[config.mk]
export PLATFORM = sky130hd
export DESIGN_NAME = spi_subsys
export DESIGN_NICKNAME = d
export VERILOG_FILES = /design/src/spi_pkg.sv /design/src/spi_byte_engine.sv /design/src/spi_byte_fifo.sv /design/src/spi_frame_ctrl.sv /design/src/spi_subsys.sv
export SDC_FILE = /design/constraint.sdc
export NUM_CORES = 1
export LEC_CHECK = 0
export ABC_AREA = 0
export BUFFER_PORTS_ARGS = -buffer_cell sky130_fd_sc_hd__buf_2
export CORE_UTILIZATION = 55
export DETAILED_ROUTE_END_ITERATION = 7
export PLACE_DENSITY = 0.73
export SLEW_MARGIN = 0
export SYNTH_ARGS = -nofsm -noshare
export SYNTH_HDL_FRONTEND = slang
export SYNTH_SLANG_ARGS = --single-unit
[constraint.sdc]
create_clock -name sys_clk -period 2.7 [get_ports sys_clk]
set_input_delay 0.675 -clock sys_clk [delete_from_list [all_inputs] [get_ports sys_clk]]
set_output_delay 0.675 -clock sys_clk [all_outputs]
set_load 0.005 [all_outputs]
[src/spi_pkg.sv]
//**********************************************************************
// shared widths, timing constants and bus structs of the spi master
// only 8-bit words; frame length 1..FIFO_DEPTH bytes
// setup/hold counts must fit CYC_W bits and be at least 2
//**********************************************************************
package spi_pkg;

	localparam int BYTE_W       = 8;			// data word width
	localparam int FIFO_DEPTH   = 8;			// bytes per buffer
	localparam int FIFO_AW      = 3;			// buffer address width
	localparam int CNT_W        = FIFO_AW + 1;	// fill count, 0..depth
	localparam int LEN_W        = 4;			// frame length field
	localparam int DIV_W        = 16;			// clock divider width
	localparam int CYC_W        = 3;			// setup/hold counter width
	localparam int CS_SETUP_CYC = 4;			// cs_n fall to first byte_start
	localparam int CS_HOLD_CYC  = 4;			// last byte_done to cs_n rise

	// runtime mode, held stable while busy
	typedef struct packed {
		logic             cpol;					// sclk idle level
		logic             cpha;					// 0 samples on leading edge
		logic [DIV_W-1:0] clk_div;				// half period = clk_div+2
	} spi_cfg_t;

	// bus outputs
	typedef struct packed {
		logic cs_n;								// active low select
		logic sclk;
		logic mosi;
	} spi_pins_t;

endpackage

[src/spi_byte_engine.sv]
//**********************************************************************
// one-byte spi shifter, msb first, mode taken from cfg at runtime
// cfg must not change during a byte; byte_start only taken when idle
// latency set by clk_div, end marked by byte_done
//**********************************************************************
`timescale 1ns/1ps

module spi_byte_engine
	import spi_pkg::*;
(
	input  logic              sys_clk,
	input  logic              sys_rst_n,
	input  spi_cfg_t          cfg,			// mode and divider
	input  logic              byte_start,	// one-cycle pulse
	input  logic [BYTE_W-1:0] byte_tx,		// loaded on byte_start
	input  logic              miso,
	output logic              byte_done,	// one-cycle pulse
	output logic [BYTE_W-1:0] byte_rx,		// valid with byte_done
	output logic              sclk,
	output logic              mosi
);

	typedef enum logic [2:0] {
		S_IDLE,									// waiting for byte_start
		S_WAIT,									// counting half period
		S_EDGE,									// sclk toggles here
		S_LAST,									// trailing half after edge 16
		S_DONE									// byte_done cycle
	} state_t;

	state_t                         state;
	logic [DIV_W-1:0]               cnt_clk;	// half period counter
	logic [$clog2(2*BYTE_W)-1:0]    cnt_edge;	// edge about to happen
	logic [BYTE_W-1:0]              mosi_shift;
	logic [BYTE_W-1:0]              miso_shift;
	logic                           half_end;
	logic                           shift_now;
	logic                           sample_now;

	assign half_end  = (cnt_clk == cfg.clk_div);

	// cpha 1 keeps the msb through edge 0, shifts on later leading edges
	assign shift_now = (state == S_EDGE) &&
		(cfg.cpha ? (cnt_edge != '0 && !cnt_edge[0]) : cnt_edge[0]);
	assign sample_now = (state == S_EDGE) &&
		(cfg.cpha ? cnt_edge[0] : !cnt_edge[0]);	// opposite edges to shift

	assign mosi      = mosi_shift[BYTE_W-1];	// msb first
	assign byte_rx   = miso_shift;
	assign byte_done = (state == S_DONE);

	always_ff @(posedge sys_clk) begin
		if (!sys_rst_n) begin
			state <= S_IDLE;
		end else begin
			case (state)
				S_IDLE: if (byte_start) state <= S_WAIT;
				S_WAIT: if (half_end) state <= S_EDGE;
				S_EDGE: begin
					if (&cnt_edge)
						state <= S_LAST;	// 16th edge done
					else
						state <= S_WAIT;
				end
				S_LAST: if (half_end) state <= S_DONE;
				S_DONE: state <= S_IDLE;
				default: state <= S_IDLE;
			endcase
		end
	end

	always_ff @(posedge sys_clk) begin
		if (!sys_rst_n)
			cnt_clk <= '0;
		else if (state == S_WAIT || state == S_LAST)
			cnt_clk <= cnt_clk + 1'b1;
		else
			cnt_clk <= '0;					// restart each half
	end

	always_ff @(posedge sys_clk) begin
		if (!sys_rst_n || state == S_IDLE)
			cnt_edge <= '0;
		else if (state == S_EDGE)
			cnt_edge <= cnt_edge + 1'b1;	// wraps after last edge
	end

	always_ff @(posedge sys_clk) begin
		if (!sys_rst_n || state == S_IDLE)
			sclk <= cfg.cpol;				// rest level
		else if (state == S_EDGE)
			sclk <= ~sclk;
	end

	always_ff @(posedge sys_clk) begin
		if (!sys_rst_n)
			mosi_shift <= '0;				// mosi low out of reset
		else if (state == S_IDLE && byte_start)
			mosi_shift <= byte_tx;
		else if (shift_now)
			mosi_shift <= {mosi_shift[BYTE_W-2:0], 1'b0};
	end

	always_ff @(posedge sys_clk) begin
		if (state == S_IDLE && byte_start)
			miso_shift <= '0;
		else if (sample_now)
			miso_shift <= {miso_shift[BYTE_W-2:0], miso};	// msb arrives first
	end

endmodule

[src/spi_byte_fifo.sv]
//**********************************************************************
// register-array byte fifo; write to full and read from empty dropped
// rd_data shows the head, valid only while not empty
//**********************************************************************
`timescale 1ns/1ps

module spi_byte_fifo
	import spi_pkg::*;
(
	input  logic              sys_clk,
	input  logic              sys_rst_n,
	input  logic              wr,			// push strobe
	input  logic [BYTE_W-1:0] wr_data,
	input  logic              rd,			// pop strobe
	output logic [BYTE_W-1:0] rd_data,		// head of queue
	output logic [CNT_W-1:0]  count,
	output logic              full,
	output logic              empty
);

	logic [BYTE_W-1:0]  mem [FIFO_DEPTH];
	logic [FIFO_AW-1:0] wr_ptr;				// wraps with depth 2**aw
	logic [FIFO_AW-1:0] rd_ptr;
	logic               wr_ok;
	logic               rd_ok;

	assign full    = (count == CNT_W'(FIFO_DEPTH));
	assign empty   = (count == '0);
	assign wr_ok   = wr && !full;
	assign rd_ok   = rd && !empty;
	assign rd_data = mem[rd_ptr];

	always_ff @(posedge sys_clk) begin
		if (wr_ok)
			mem[wr_ptr] <= wr_data;
	end

	always_ff @(posedge sys_clk) begin
		if (!sys_rst_n) begin
			wr_ptr <= '0;
			rd_ptr <= '0;
			count  <= '0;
		end else begin
			if (wr_ok)
				wr_ptr <= wr_ptr + 1'b1;
			if (rd_ok)
				rd_ptr <= rd_ptr + 1'b1;
			case ({wr_ok, rd_ok})
				2'b10:   count <= count + 1'b1;
				2'b01:   count <= count - 1'b1;
				default: count <= count;		// none, or both at once
			endcase
		end
	end

endmodule

[src/spi_frame_ctrl.sv]
//**********************************************************************
// frame sequencer: cs_n setup, byte loop, cs_n hold, frame_done
// start taken only when idle with 0 < frame_len <= tx_count
//**********************************************************************
`timescale 1ns/1ps

module spi_frame_ctrl
	import spi_pkg::*;
(
	input  logic              sys_clk,
	input  logic              sys_rst_n,
	input  logic              start,		// one-cycle strobe
	input  logic [LEN_W-1:0]  frame_len,
	input  logic [CNT_W-1:0]  tx_count,		// bytes buffered for transmit
	input  logic [BYTE_W-1:0] tx_head,		// transmit fifo head
	input  logic              byte_done,
	input  logic [BYTE_W-1:0] byte_rx,
	output logic              busy,
	output logic              frame_done,	// one-cycle pulse
	output logic              cs_n,
	output logic              tx_pop,
	output logic              byte_start,
	output logic [BYTE_W-1:0] byte_tx,
	output logic              rx_push,
	output logic [BYTE_W-1:0] rx_byte
);

	typedef enum logic [2:0] {
		S_IDLE,
		S_SETUP,								// cs_n low, before first byte
		S_RUN,									// byte_start cycle
		S_WAIT,									// byte in flight
		S_HOLD									// cs_n low after last byte
	} state_t;

	state_t           state;
	logic [LEN_W-1:0] bytes_left;				// including the one in flight
	logic [CYC_W-1:0] cyc_cnt;					// setup/hold down counter
	logic             accept;

	assign accept = (state == S_IDLE) && start && (frame_len != '0) &&
		(frame_len <= LEN_W'(tx_count));

	assign busy       = (state != S_IDLE);
	assign byte_start = (state == S_RUN);
	assign tx_pop     = byte_start;				// head consumed as it is loaded
	assign byte_tx    = tx_head;
	assign rx_push    = byte_done && (state == S_WAIT);
	assign rx_byte    = byte_rx;

	always_ff @(posedge sys_clk) begin
		if (!sys_rst_n) begin
			state      <= S_IDLE;
			bytes_left <= '0;
			cyc_cnt    <= '0;
			cs_n       <= 1'b1;
			frame_done <= 1'b0;
		end else begin
			frame_done <= 1'b0;				// default, pulses in hold
			case (state)
				S_IDLE: begin
					if (accept) begin
						state      <= S_SETUP;
						bytes_left <= frame_len;
						cyc_cnt    <= CYC_W'(CS_SETUP_CYC - 1);
						cs_n       <= 1'b0;	// falls with busy
					end
				end
				S_SETUP: begin
					if (cyc_cnt == '0)
						state <= S_RUN;
					else
						cyc_cnt <= cyc_cnt - 1'b1;
				end
				S_RUN: state <= S_WAIT;
				S_WAIT: begin
					if (byte_done) begin
						bytes_left <= bytes_left - 1'b1;
						if (bytes_left == LEN_W'(1)) begin
							state   <= S_HOLD;	// last byte back
							cyc_cnt <= CYC_W'(CS_HOLD_CYC - 1);
						end else begin
							state <= S_RUN;		// next byte right away
						end
					end
				end
				S_HOLD: begin
					if (cyc_cnt == CYC_W'(1)) begin
						cs_n       <= 1'b1;		// rises with frame_done
						frame_done <= 1'b1;
					end
					if (cyc_cnt == '0)
						state <= S_IDLE;		// busy drops a clock later
					else
						cyc_cnt <= cyc_cnt - 1'b1;
				end
				default: state <= S_IDLE;
			endcase
		end
	end

endmodule

[src/spi_subsys.sv]
//**********************************************************************
// spi master top: tx/rx byte buffers, frame sequencer, byte shifter
// single slave; cfg must stay stable while busy
//**********************************************************************
`timescale 1ns/1ps

module spi_subsys
	import spi_pkg::*;
(
	input  logic              sys_clk,
	input  logic              sys_rst_n,
	input  spi_cfg_t          cfg,
	input  logic              tx_wr,
	input  logic [BYTE_W-1:0] tx_data,
	output logic              tx_full,
	input  logic              start,
	input  logic [LEN_W-1:0]  frame_len,
	output logic              busy,
	output logic              frame_done,
	input  logic              rx_rd,
	output logic [BYTE_W-1:0] rx_data,
	output logic              rx_empty,
	output spi_pins_t         pins,
	input  logic              miso
);

	logic              tx_pop;
	logic [BYTE_W-1:0] tx_head;
	logic [CNT_W-1:0]  tx_count;
	logic              rx_push;
	logic [BYTE_W-1:0] rx_byte;
	logic              byte_start;
	logic [BYTE_W-1:0] byte_tx;
	logic              byte_done;
	logic [BYTE_W-1:0] byte_rx;
	logic              cs_n;
	logic              sclk;
	logic              mosi;

	assign pins = '{cs_n: cs_n, sclk: sclk, mosi: mosi};

	spi_byte_fifo tx_fifo_inst (
		.sys_clk   (sys_clk),
		.sys_rst_n (sys_rst_n),
		.wr        (tx_wr),
		.wr_data   (tx_data),
		.rd        (tx_pop),
		.rd_data   (tx_head),
		.count     (tx_count),		// length check at start
		.full      (tx_full),
		.empty     ()
	);

	spi_byte_fifo rx_fifo_inst (
		.sys_clk   (sys_clk),
		.sys_rst_n (sys_rst_n),
		.wr        (rx_push),
		.wr_data   (rx_byte),
		.rd        (rx_rd),
		.rd_data   (rx_data),
		.count     (),
		.full      (),				// frame never exceeds depth
		.empty     (rx_empty)
	);

	spi_frame_ctrl spi_frame_ctrl_inst (
		.sys_clk    (sys_clk),
		.sys_rst_n  (sys_rst_n),
		.start      (start),
		.frame_len  (frame_len),
		.tx_count   (tx_count),
		.tx_head    (tx_head),
		.byte_done  (byte_done),
		.byte_rx    (byte_rx),
		.busy       (busy),
		.frame_done (frame_done),
		.cs_n       (cs_n),
		.tx_pop     (tx_pop),
		.byte_start (byte_start),
		.byte_tx    (byte_tx),
		.rx_push    (rx_push),
		.rx_byte    (rx_byte)
	);

	spi_byte_engine spi_byte_engine_inst (
		.sys_clk    (sys_clk),
		.sys_rst_n  (sys_rst_n),
		.cfg        (cfg),
		.byte_start (byte_start),
		.byte_tx    (byte_tx),
		.miso       (miso),
		.byte_done  (byte_done),
		.byte_rx    (byte_rx),
		.sclk       (sclk),
		.mosi       (mosi)
	);

endmodule

After elaboration in Yosys (flattened, before gate mapping)
Memory sizes are Yosys's and may differ from the RTL's. A register that Yosys moved wholly into a read port is not among the register bits. Index checks and enable logic that the tools add are counted.

$add $sub $neg: 12. Order comparisons: 1. Eq/ne operators: 27. Mux-type cells: 39. Bitwise gates (word level): 1. Reduce and logical (&&, ||, !) cells: 44.

Operators with widths (count): $mux 3 (16); $pmux 4 s2 (3); $add 16x1->16 const B (1); $eq 16x16->1 (1); $mux 8 (2); $ne 2x1->1 const B (8); $pmux 3 s5 (1); $add 3x1->3 const B (4); $add 4x1->4 const B (3); $eq 3x2->1 const B (4); $logic_and 1x1->1 (12); $pmux 3 s4 (1); $reduce_bool 2->1 (6); $sub 4x1->4 const B (3); $mux 1 (11); $eq 3x1->1 const B (3); $logic_not 3->1 (3); $pmux 3 s3 (1); $reduce_and 3->1 (3); $eq 4x4->1 const B (2); $logic_not 4->1 (2); $mux 4 (2); $reduce_and 4->1 (2); $reduce_bool 4->1 (2); 16 further kinds (28).

Bits in registers: 72. Bits in writable memories: 128. Input bits: 36. Output and inout port bits: 15. Logic and storage cells: 143. Memories kept: 2.

Memories: rx_fifo_inst.mem (words 8, bits a word 8, read ports 1, clocked after Yosys merged registers in 1, write ports 1, RTL line spi_byte_fifo.sv:21) `logic [BYTE_W-1:0] mem [FIFO_DEPTH];`; tx_fifo_inst.mem (words 8, bits a word 8, read ports 1, clocked after Yosys merged registers in 1, write ports 1, RTL line spi_byte_fifo.sv:21).

Longest topological paths before layout
Gate-level depths: netlist of the first run.

Depth in word-level cells: 6. Mapped depth: 12. Gate-level depth less buffers: 11.

Cells and area by module
Synthesis of the first run repeated with hierarchy kept, for this count alone.

Cells, all modules: 675. Area total of the unflattened synthesis: 9195.1 µm².

Modules (own cells, without submodules): spi_byte_fifo (instances 2, cells an instance 168, area an instance 3136.8 µm², sequential area each 2182.1 µm²); spi_byte_engine (instances 1, cells an instance 213, area an instance 1896.8 µm², sequential area each 810.8 µm²); spi_frame_ctrl (instances 1, cells an instance 123, area an instance 1002.2 µm², sequential area each 240.2 µm²); spi_subsys (instances 1, cells an instance 3, area an instance 22.5 µm², sequential area each 0.0 µm²).

Worst setup path before layout of the first run
No wires, ideal clock.

Path type: register -> register. Start: register spi_frame_ctrl_inst.state[1]. End: register rx_fifo_inst.count[2]. Library setup time: 0.070 ns. Data arrival time: 2.358 ns. Data required time: 2.630 ns. Setup slack: 0.271 ns. Cell stages (with the launch flop): 13. Path buffers: 1. Clock period less this slack: 2.429 ns. Path through: dfxtp_1 -> buf_2 -> and3b_2 -> nand3_1 -> a21oi_2 -> inv_1 -> ha_1 -> xor2_1 -> ha_1 -> a21oi_1 -> xor2_1 -> or3_1 -> a21oi_1.

Cells in the longest elaborated chain, start to end: 5. Elaborated cells between the ends (all ways): 7. Those cells by class: 3 x eq/ne; 1 x mux; 3 x reduce/logical.

Ends and longest elaborated chain: start, declared (RTL line spi_frame_ctrl.sv:36) `state_t state;`; start signal, assigned (RTL line spi_frame_ctrl.sv:53) `state <= S_IDLE;`; start signal, assigned (RTL line spi_frame_ctrl.sv:63) `state <= S_SETUP;`; start signal, assigned (RTL line spi_frame_ctrl.sv:71) `state <= S_RUN;`; $eq 3x2->1 (*) (RTL line spi_frame_ctrl.sv:48) `assign rx_push = byte_done && (state == S_WAIT);`; $logic_and 1x1->1 (*) (RTL line spi_frame_ctrl.sv:48); $logic_and 1x1->1 (*) (RTL line spi_byte_fifo.sv:29) `assign wr_ok = wr && !full;`; $eq 2x1->1 / $eq 2x2->1 (equally long branches) (RTL line spi_byte_fifo.sv:48) `case ({wr_ok, rd_ok})`; $pmux 4 s2 / $reduce_bool 2->1 (equally long branches); end signal, assigned (RTL line spi_byte_fifo.sv:49) `2'b10: count <= count + 1'b1;`; end signal, assigned (RTL line spi_byte_fifo.sv:50) `2'b01: count <= count - 1'b1;`; end signal, assigned (RTL line spi_byte_fifo.sv:51) `default: count <= count;`; end, declared (RTL line spi_byte_fifo.sv:16) `output logic [CNT_W-1:0] count,`.

Mark *: on every way between the ends. The rest lies on a longest branch, timed or not. A chain may end at the register's enable or synchronous reset.

==> summary.md, run 1 <==
The synthesized netlist devotes 3.45% of its cell area to adder and majority cells. After detailed routing, the number of vias per cell comes to 5.55. Across every metal layer, demand over resource in global routing totals 20.3%. Across all register-to-register paths, the minimum setup slack is 0.22 ns. The number of maximum-capacitance constraint violations was 0. Compared with the post-synthesis result, the final layout area differs by 13.7%. The flip-flop cell with the highest count after synthesis was sky130_fd_sc_hd__edfxtp_1. Input and output buffers added on the ports amount to 50. The clock transition at the registers of the reported paths was 0.06 ns. For the length of the first detailed-routing pass in iterations, the log shows 4.

The required arrival time at the worst endpoint was 2.03 ns; the number of buffers created by CTS was 21. The detailed router placed 5258 vias in this run. For this block, the initial DRC count from the detailed router was 243. For this run, the register share of the synthesized area comes to 61.2%. Counting instances in the post-synthesis netlist gives the leading cell types as sky130_fd_sc_hd__edfxtp_1, sky130_fd_sc_hd__dfxtp_1, sky130_fd_sc_hd__nor2_1. The average routed wire per standard cell is 17.2 µm.

The portion of the clock cycle consumed by the worst path in the final layout was 96.7%; the starting density of the core was 57.3%. In this run the tightest slew margin relative to its limit is 44.5%. The share of async-settable or async-resettable flops after synthesis is 0%, and the number of buffers added to fix hold violations after cts is 0. The tools report the area of the mapped netlist as 8850 µm².

For this run, the number of Yosys warnings is 0. The logs give 45 for the site row count and 3 for the clock tree buffer depth. The total overflow left after global routing is 0. The synthesized netlist contains 70 unique library cells.

Counting every net in the synthesized netlist gives 704. Along the worst path, the maximum fanout reaches 8. The tools report the largest vdd supply drop as 0.672 mV. STA classifies the critical path endpoint as an output pin.

51 I/O pins were placed. The tools report the number of H-tree levels as 1. The delay of the slowest critical-path stage works out to 0.50 ns. The max-slew violation count came out at 0. The tree is rooted in a sky130_fd_sc_hd__clkbuf_16. The cell area power density came out at 718 nW/µm². At the end of the flow, the number of nets in the layout was 781.

The count of nets left with antenna violations once routing finished came out at 0. Counting buffers and inverters, the worst setup path is 4 cells deep. The number of clock sinks seen by CTS is 206, and the pin count of the biggest net entering global routing is 36. The share of the synthesized area in compound gates (AO/OA/AOI/OAI) works out to 5.93%. The post-synthesis register bit count is 206. The flow ran to the end, and the final reports show no timing, DRC or antenna violations. The ratio of cells with drive above 1 in the final layout works out to 23.4%.

The parity-gate share of the synthesized area counting xor and xnor cells was 4.26%. sky130_fd_sc_hd__edfxtp_1 takes more of the synthesized area than any other cell. For the accumulated negative setup slack, the log shows 0 ns.

The time the final worst path needs with I/O delays and setup came out at 2.61 ns. The launching point of the worst reg2reg path was spi_frame_ctrl_inst.state[0]. Cell with the largest stage delay on the worst path: sky130_fd_sc_hd__mux4_2. For the hold violation total from the final report, the log shows 0.

The later pin in the worst-skew pair is clocked with a latency of 0.48 ns. The final RePlAce weighted congestion came out at 0.811. The detailed placer's ending HPWL is 10.9 mm. Yosys mapped a number of flops with a built-in enable equal to 129.

For the final number of setup-violating endpoints, the log shows 0. The critical path in this run is classified as reg -> out. The total buffers and inverters traversed by the critical path came out at 2.

Filler cell count in the final layout: 1161. The first global-routing pass estimated 25.9 mm of wire. Final worst clock skew: 0.00859 ns. The tools report the critical path launch point type as a flip-flop.

In this run the horizontal extent of the chip is 129 µm. In this run the worst setup path terminates at rx_data[2]. The most common cell in the synthesized netlist is sky130_fd_sc_hd__edfxtp_1. Of the post-synthesis cell area, the dominant cell type holds 43.8%. The area fraction in and, or, nand and nor cells after synthesis is 10.7%, and the overall die height is 129 µm. The initial antenna violation count was 1. The worst register-to-register path has a depth of 11.

The fraction of synthesized area in multiplexers came out at 11.5%. For this run, design rule violations remaining after detail routing come to 0. Yosys attributes the largest share of cell area to sky130_fd_sc_hd__edfxtp_1, sky130_fd_sc_hd__dfxtp_1, sky130_fd_sc_hd__mux4_2.

The tools report the arrival time at the worst endpoint as 1.94 ns. The run gives 645 as the count of mapped cells out of synthesis. Mean cell area of the mapped netlist: 13.7 µm². The capturing point of the worst reg2reg path is rx_fifo_inst.count[2].

Setup repair after global routing left no endpoint under its margin. Based on the critical path, the design can be clocked at up to 383 MHz. The run gives 3.40 nW as the standby leakage power. The critical path goes through buf_12 -> mux4_2 -> mux2_2 -> buf_2. The path class of the tightest hold or removal check is in -> reg. The tools report the worst-case hold slack as 0.455 ns.

The region available for standard cell placement spans 15400 µm². After synthesis, the largest family of logic cells by area is multiplexers. The family with the most delay on the worst path was multiplexers.

Number of global-route vias before repair: 5353. The transition at the pin with the smallest max-transition slack works out to 0.831 ns. The die covers 16600 µm². TritonCTS built the clock tree.

The final wirelength is 16.3 mm.
==> where the power goes <==
group	switching [mW]	internal, mW
Clock	1.11	1.48
Sequential	0.112	3.49
Combinational	0.587	0.441
Total	1.81	5.41
==> registers in the layout (all words and copies together), names as in the netlist, 4 cells and up, named ones only <==
name                             count
rx_fifo_inst.count                   4
rx_fifo_inst.mem                    64
spi_byte_engine_inst.byte_rx         8
spi_byte_engine_inst.cnt_clk        16
spi_byte_engine_inst.cnt_edge        4
spi_byte_engine_inst.mosi_shift      8
spi_frame_ctrl_inst.bytes_left       4
tx_fifo_inst.count                   4
tx_fifo_inst.mem                    64
==> worst min path at each step <==
stage / slack, ns / from / to / depth (start not counted)
after floorplan: 0.43 / spi_byte_engine_inst.mosi_shift[1] / spi_byte_engine_inst.mosi_shift[1] / 1
after global placement: 0.44 / spi_byte_engine_inst.mosi_shift[1] / spi_byte_engine_inst.mosi_shift[1] / 1
after detailed placement: 0.45 / spi_byte_engine_inst.mosi_shift[5] / spi_byte_engine_inst.mosi_shift[5] / 1
after CTS: 0.44 / tx_data[4] / tx_fifo_inst.mem[6][4] / 1
after global routing: 0.45 / tx_data[4] / tx_fifo_inst.mem[6][4] / 1
final: 0.45 / tx_data[4] / tx_fifo_inst.mem[4][4] / 1
==> what timing repair did <==
item	4_1_cts	5_1_grt
setup buffers	0	0
cloned	0	1
setup endpoints to repair	8	6
resized for setup	3	3
==> cell type report <==
class	count	area, µm²	share of cell area [%]
Clock inverter	6	32.5	0.323
Timing Repair Buffer	82	520	5.17
Multi-Input combinational cell	394	3190	31.7
Antenna cell	1	2.50	0.0249
Inverter	17	63.8	0.634
Tap cell	211	264	2.62
Clock buffer	31	576	5.72
Sequential cell	206	5420	53.8
==> logic make-up (layout without fill, tap and decap cells) <==
| family | count (synthesis) | after routing |
|---|---|---|
| AOI/OAI and AO/OA | 77 | 77 |
| DFF | 206 | 206 |
| adders and majority gates | 24 | 24 |
| other | 0 | 1 |
| and+or+nand+nor | 190 | 190 |
| muxes | 60 | 60 |
| buffers and inverters | 45 | 136 |
| xor gates and xnor gates | 43 | 43 |
==> cell usage in the layout, fill, tap and decap left out, types with 15 or more instances in the layout <==
cell type / instances
sky130_fd_sc_hd__xor2_1: 21
sky130_fd_sc_hd__xnor2_1: 22
sky130_fd_sc_hd__nand2_1: 49
sky130_fd_sc_hd__buf_2: 50
sky130_fd_sc_hd__clkbuf_16: 22
sky130_fd_sc_hd__o21ai_0: 17
sky130_fd_sc_hd__nor2_1: 65
sky130_fd_sc_hd__ha_1: 22
sky130_fd_sc_hd__mux4_2: 31
sky130_fd_sc_hd__mux2i_1: 19
sky130_fd_sc_hd__edfxtp_1: 129
sky130_fd_sc_hd__dfxtp_1: 76
sky130_fd_sc_hd__a21oi_1: 28
sky130_fd_sc_hd__buf_4: 30
sky130_fd_sc_hd__inv_1: 15
==> per-stage QoR <==
| stage | setup slack, ns | power (mW) | util (%) | cells | area (µm²) |
|---|---|---|---|---|---|
| global route | 0.0135 | 7.53 | 65.2 | 948 | 10100 |
| floorplan | 0.271 | 4.43 | - | 645 | 8850 |
| finish | 0.0897 | 7.22 | 65.2 | 948 | 10100 |
| global placement | 0.260 | 4.64 | 60.9 | 909 | 9400 |
| CTS | 0.0236 | 7.28 | 64.9 | 946 | 10000 |
| detailed placement | 0.136 | 4.70 | 60.9 | 909 | 9400 |
==> per-layer routing <==
| metal | part of all wire [%] | track usage, % | vias up |
|---|---|---|---|
| met5 | 0 | 0 | - |
| met1 | 40 | 22.6 | 2595 |
| li1 | - | - | 2534 |
| met2 | 55 | 39.7 | 99 |
| met4 | 2.4 | 6.09 | 0 |
| met3 | 3.1 | 2.95 | 30 |
No activity file was read; power rests on OpenSTA's default activity.
==> run 2: changes to the inputs <==
CELL_PAD_IN_SITES_DETAIL_PLACEMENT = 1   (was unset)
CELL_PAD_IN_SITES_GLOBAL_PLACEMENT = 1   (was unset)
CORE_UTILIZATION = 51   (was 55)
CTS_BUF_LIST = sky130_fd_sc_hd__clkbuf_16   (was unset)
PLACE_DENSITY = unset   (was 0.73)
PLACE_DENSITY_LB_ADDON = 0.1   (was unset)
==> run 2 against run 1 <==
  * Register-to-register slack is essentially flat
  * Clock skew grew 0.0030 ns
  * Clock power grew 4%
  * Hold slack lost 0.017 ns
  * Die area grew 7.7%
  * Design area grew 0.53%
  * Critical path type unchanged
  * Largest cell class unchanged
==> summary.md, run 2 (synthesized netlist as in run 1, its figures left out) <==
The arrival time at the worst endpoint was 1.98 ns (was 1.94 ns); the portion of the clock cycle consumed by the worst path in the final layout was 98.3% (was 96.7%). The clock transition at the registers of the reported paths works out to 0.06 ns (about the same). The logs give 0 (was 1) for the count of antenna diodes in the layout and 9420 µm² (was 9400 µm²) for the post-detailed-placement cell area. The number of remaining DRC errors was 0 (unchanged). The ratio of cells with drive above 1 in the final layout works out to 23.3% (was 23.4%). The tools report the clock root buffer as sky130_fd_sc_hd__clkbuf_16 (unchanged). Time the final worst path needs with I/O delays and setup: 2.65 ns (was 2.61 ns). For the number of global-route vias before repair, the log shows 5823 (was 5353). The run finished with clean final reports. The run gives 0.50 ns (was 0.48 ns) as the clock latency at the later pin of the worst-skew pair. Global-route layer with the greatest usage: met2 (unchanged). For the starting density of the core, the log shows 52.8% (was 57.3%). The standby leakage power was 3.43 nW (was 3.40 nW); the violation count after the first detailed-route iteration was 235 (was 243). The final wirelength came out at 18.8 mm (was 16.3 mm). The launching point of the worst reg2reg path is spi_frame_ctrl_inst.state[2] (was spi_frame_ctrl_inst.state[0]). The critical path start-end classification is reg -> out (unchanged).

The final worst clock skew came out at 0.0116 ns (was 0.00859 ns). The logs give 27.2% (was 22.6%) for the met1 track utilization from global routing and 3.23% (was 2.95%) for the met3 usage. The filler cell count in the final layout is 1630 (was 1161). Cells along the critical path: buf_12 -> mux4_2 -> mux2_2 -> buf_2 (unchanged). Total die area: 17900 µm² (was 16600 µm²). Setup repair after global routing could not meet its margin everywhere. The initial antenna violation count is 0 (was 1).

Top fanout value on the critical path: 8 (unchanged). The mean number of vias per cell came out at 5.57 (was 5.55). The tools report the number of buffers added to fix hold violations after cts as 0 (unchanged).

The cell with the largest stage delay on the worst path was sky130_fd_sc_hd__mux4_2 (unchanged). The worst-case headroom to the max-slew limit came out at 52.0% (was 44.5%). The all-layer global routing usage came out at 22.2% (was 20.3%).

The overall die width works out to 134 µm (was 129 µm). The transition at the pin with the smallest max-transition slack was 0.713 ns (was 0.831 ns); the cell area power density was 727 nW/µm² (was 718 nW/µm²). The tools report the met2 global-route usage as 40.3% (was 39.7%). The number of H-tree levels is 1 (unchanged). Registers with the most flip-flops: rx_fifo_inst.mem x64, tx_fifo_inst.mem x64, spi_byte_engine_inst.cnt_clk x16 (unchanged). The detailed placer's ending HPWL was 12.7 mm (was 10.9 mm). For the final RePlAce weighted congestion, the log shows 0.773 (was 0.811).

The run gives 781 (unchanged) as the post-layout net count. For the number of buffers created by CTS, the log shows 22 (was 21). The core footprint was 16800 µm² (was 15400 µm²); the max-slew violation count was 0 (unchanged).

The via total after detailed routing is 5327 (was 5258), and the largest vdd supply drop is 0.731 mV (was 0.672 mV). The count of boundary I/O pins came out at 51 (unchanged). The tools report the final number of setup-violating endpoints as 0 (unchanged). The tools report the length of the first detailed-routing pass in iterations as 4 (unchanged). TritonCTS built the clock tree.

The number of input and output port buffers inserted works out to 50 (unchanged). The number of routed nets with antenna violations was 0 (unchanged); the global-route wire length before repair was 30.7 mm (was 25.9 mm). Overall die height: 134 µm (was 129 µm). The tools report the critical path launch point type as a flip-flop (unchanged).

The upper clock frequency limit is 377 MHz (was 383 MHz). Highest-count cells in the layout ignoring fill and taps: sky130_fd_sc_hd__edfxtp_1, sky130_fd_sc_hd__dfxtp_1, sky130_fd_sc_hd__nor2_1 (unchanged). The commonest non-fill, non-tap cell in the layout is sky130_fd_sc_hd__edfxtp_1 (unchanged). The run gives 36 (unchanged) as the pin count of the biggest net entering global routing. Endpoint kind of the worst setup timing path: an output pin (unchanged). The area added between synthesis and finish came out at 14.3% (was 13.7%). The tools report the remaining global-route overflow as 0 (unchanged). The hold violation total from the final report is 0 (unchanged), and the number of clock sinks seen by CTS is 206 (unchanged). The beginning of the worst hold path was tx_data[5] (was tx_data[4]). Worst-case hold slack: 0.437 ns (was 0.455 ns). The class of the most critical hold timing path was in -> reg (unchanged). Required arrival time at the worst endpoint: 2.03 ns (about the same). For the clock tree buffer depth, the log shows 3 (unchanged). The delay of the slowest critical-path stage was 0.51 ns (was 0.50 ns). The cell area after layout came out at 10100 µm² (about the same).

The logs give 47 (was 45) for the site row count and 0 (unchanged) for the number of maximum-capacitance constraint violations. Average routed wire per standard cell: 19.6 µm (was 17.2 µm).
==> run 2: cell count changes in the layout (fill, tap and decap cells not counted), sizes merged <==
| cell | previous run | this run |
|---|---|---|
| clkbuf | 32 | 23 |
| clkinv | 6 | 9 |
| clkinvlp | 0 | 2 |
| diode | 1 | 0 |
| inv | 17 | 22 |
==> run 2: routing by layer <==
metal | share of wire (%) | vias to the layer above
met5 | 0 | -
met4 | 2.0 | 0
met3 | 3.3 | 29
met2 | 53 | 83
met1 | 41 | 2684
li1 | - | 2531
==> run 2: final timing paths <==
path	end	slack [ns]	depth (start not counted)
setup / recovery	rx_data[0]	0.05	4
hold / removal	tx_fifo_inst.mem[5][5]	0.44	1
setup reg to reg	rx_fifo_inst.count[3]	0.22	10
hold reg to reg	spi_byte_engine_inst.mosi_shift[6]	0.46	1
==> run 2: final cells by class <==
type	count	area [µm²]	share of cell area (%)
Clock buffer	23	576	5.69
Clock inverter	16	70.1	0.693
Inverter	17	63.8	0.631
Multi-Input combinational cell	394	3190	31.5
Sequential cell	206	5420	53.6
Tap cell	220	275	2.72
Timing Repair Buffer	81	522	5.16
==> run 2: report_power, final <==
part	total, mW	internal [mW]	leakage [nW]	switching, mW
logic	1.04	0.430	1.41	0.613
registers	3.61	3.49	1.69	0.121
clock network	2.70	1.53	0.332	1.17
total	7.35	5.45	3.43	1.90
==> run 2: what timing repair did <==
item,in CTS,in global routing
setup endpoints to repair,4,5
cloned,1,0
setup buffers,0,0
gates resized for setup,3,5
==> run 2: through the flow <==
stage	TNS (ns)	std cells	power (mW)	utilization [%]	setup WS, ns
CTS	0	957	7.43	60.2	0.00672
global placement	0	917	4.64	56.2	0.260
global route	-0.00790	957	7.68	60.4	-0.00676
floorplan	0	645	4.43	-	0.271
detailed placement	0	917	4.71	56.2	0.115
finish	0	957	7.35	60.4	0.0472
==> run 2: critical path, delay by kind of cell (launching register included) <==
kind,cells,cell delay [ns]
mux,2,0.81
buf+inv,2,0.28
flops,1,0.39
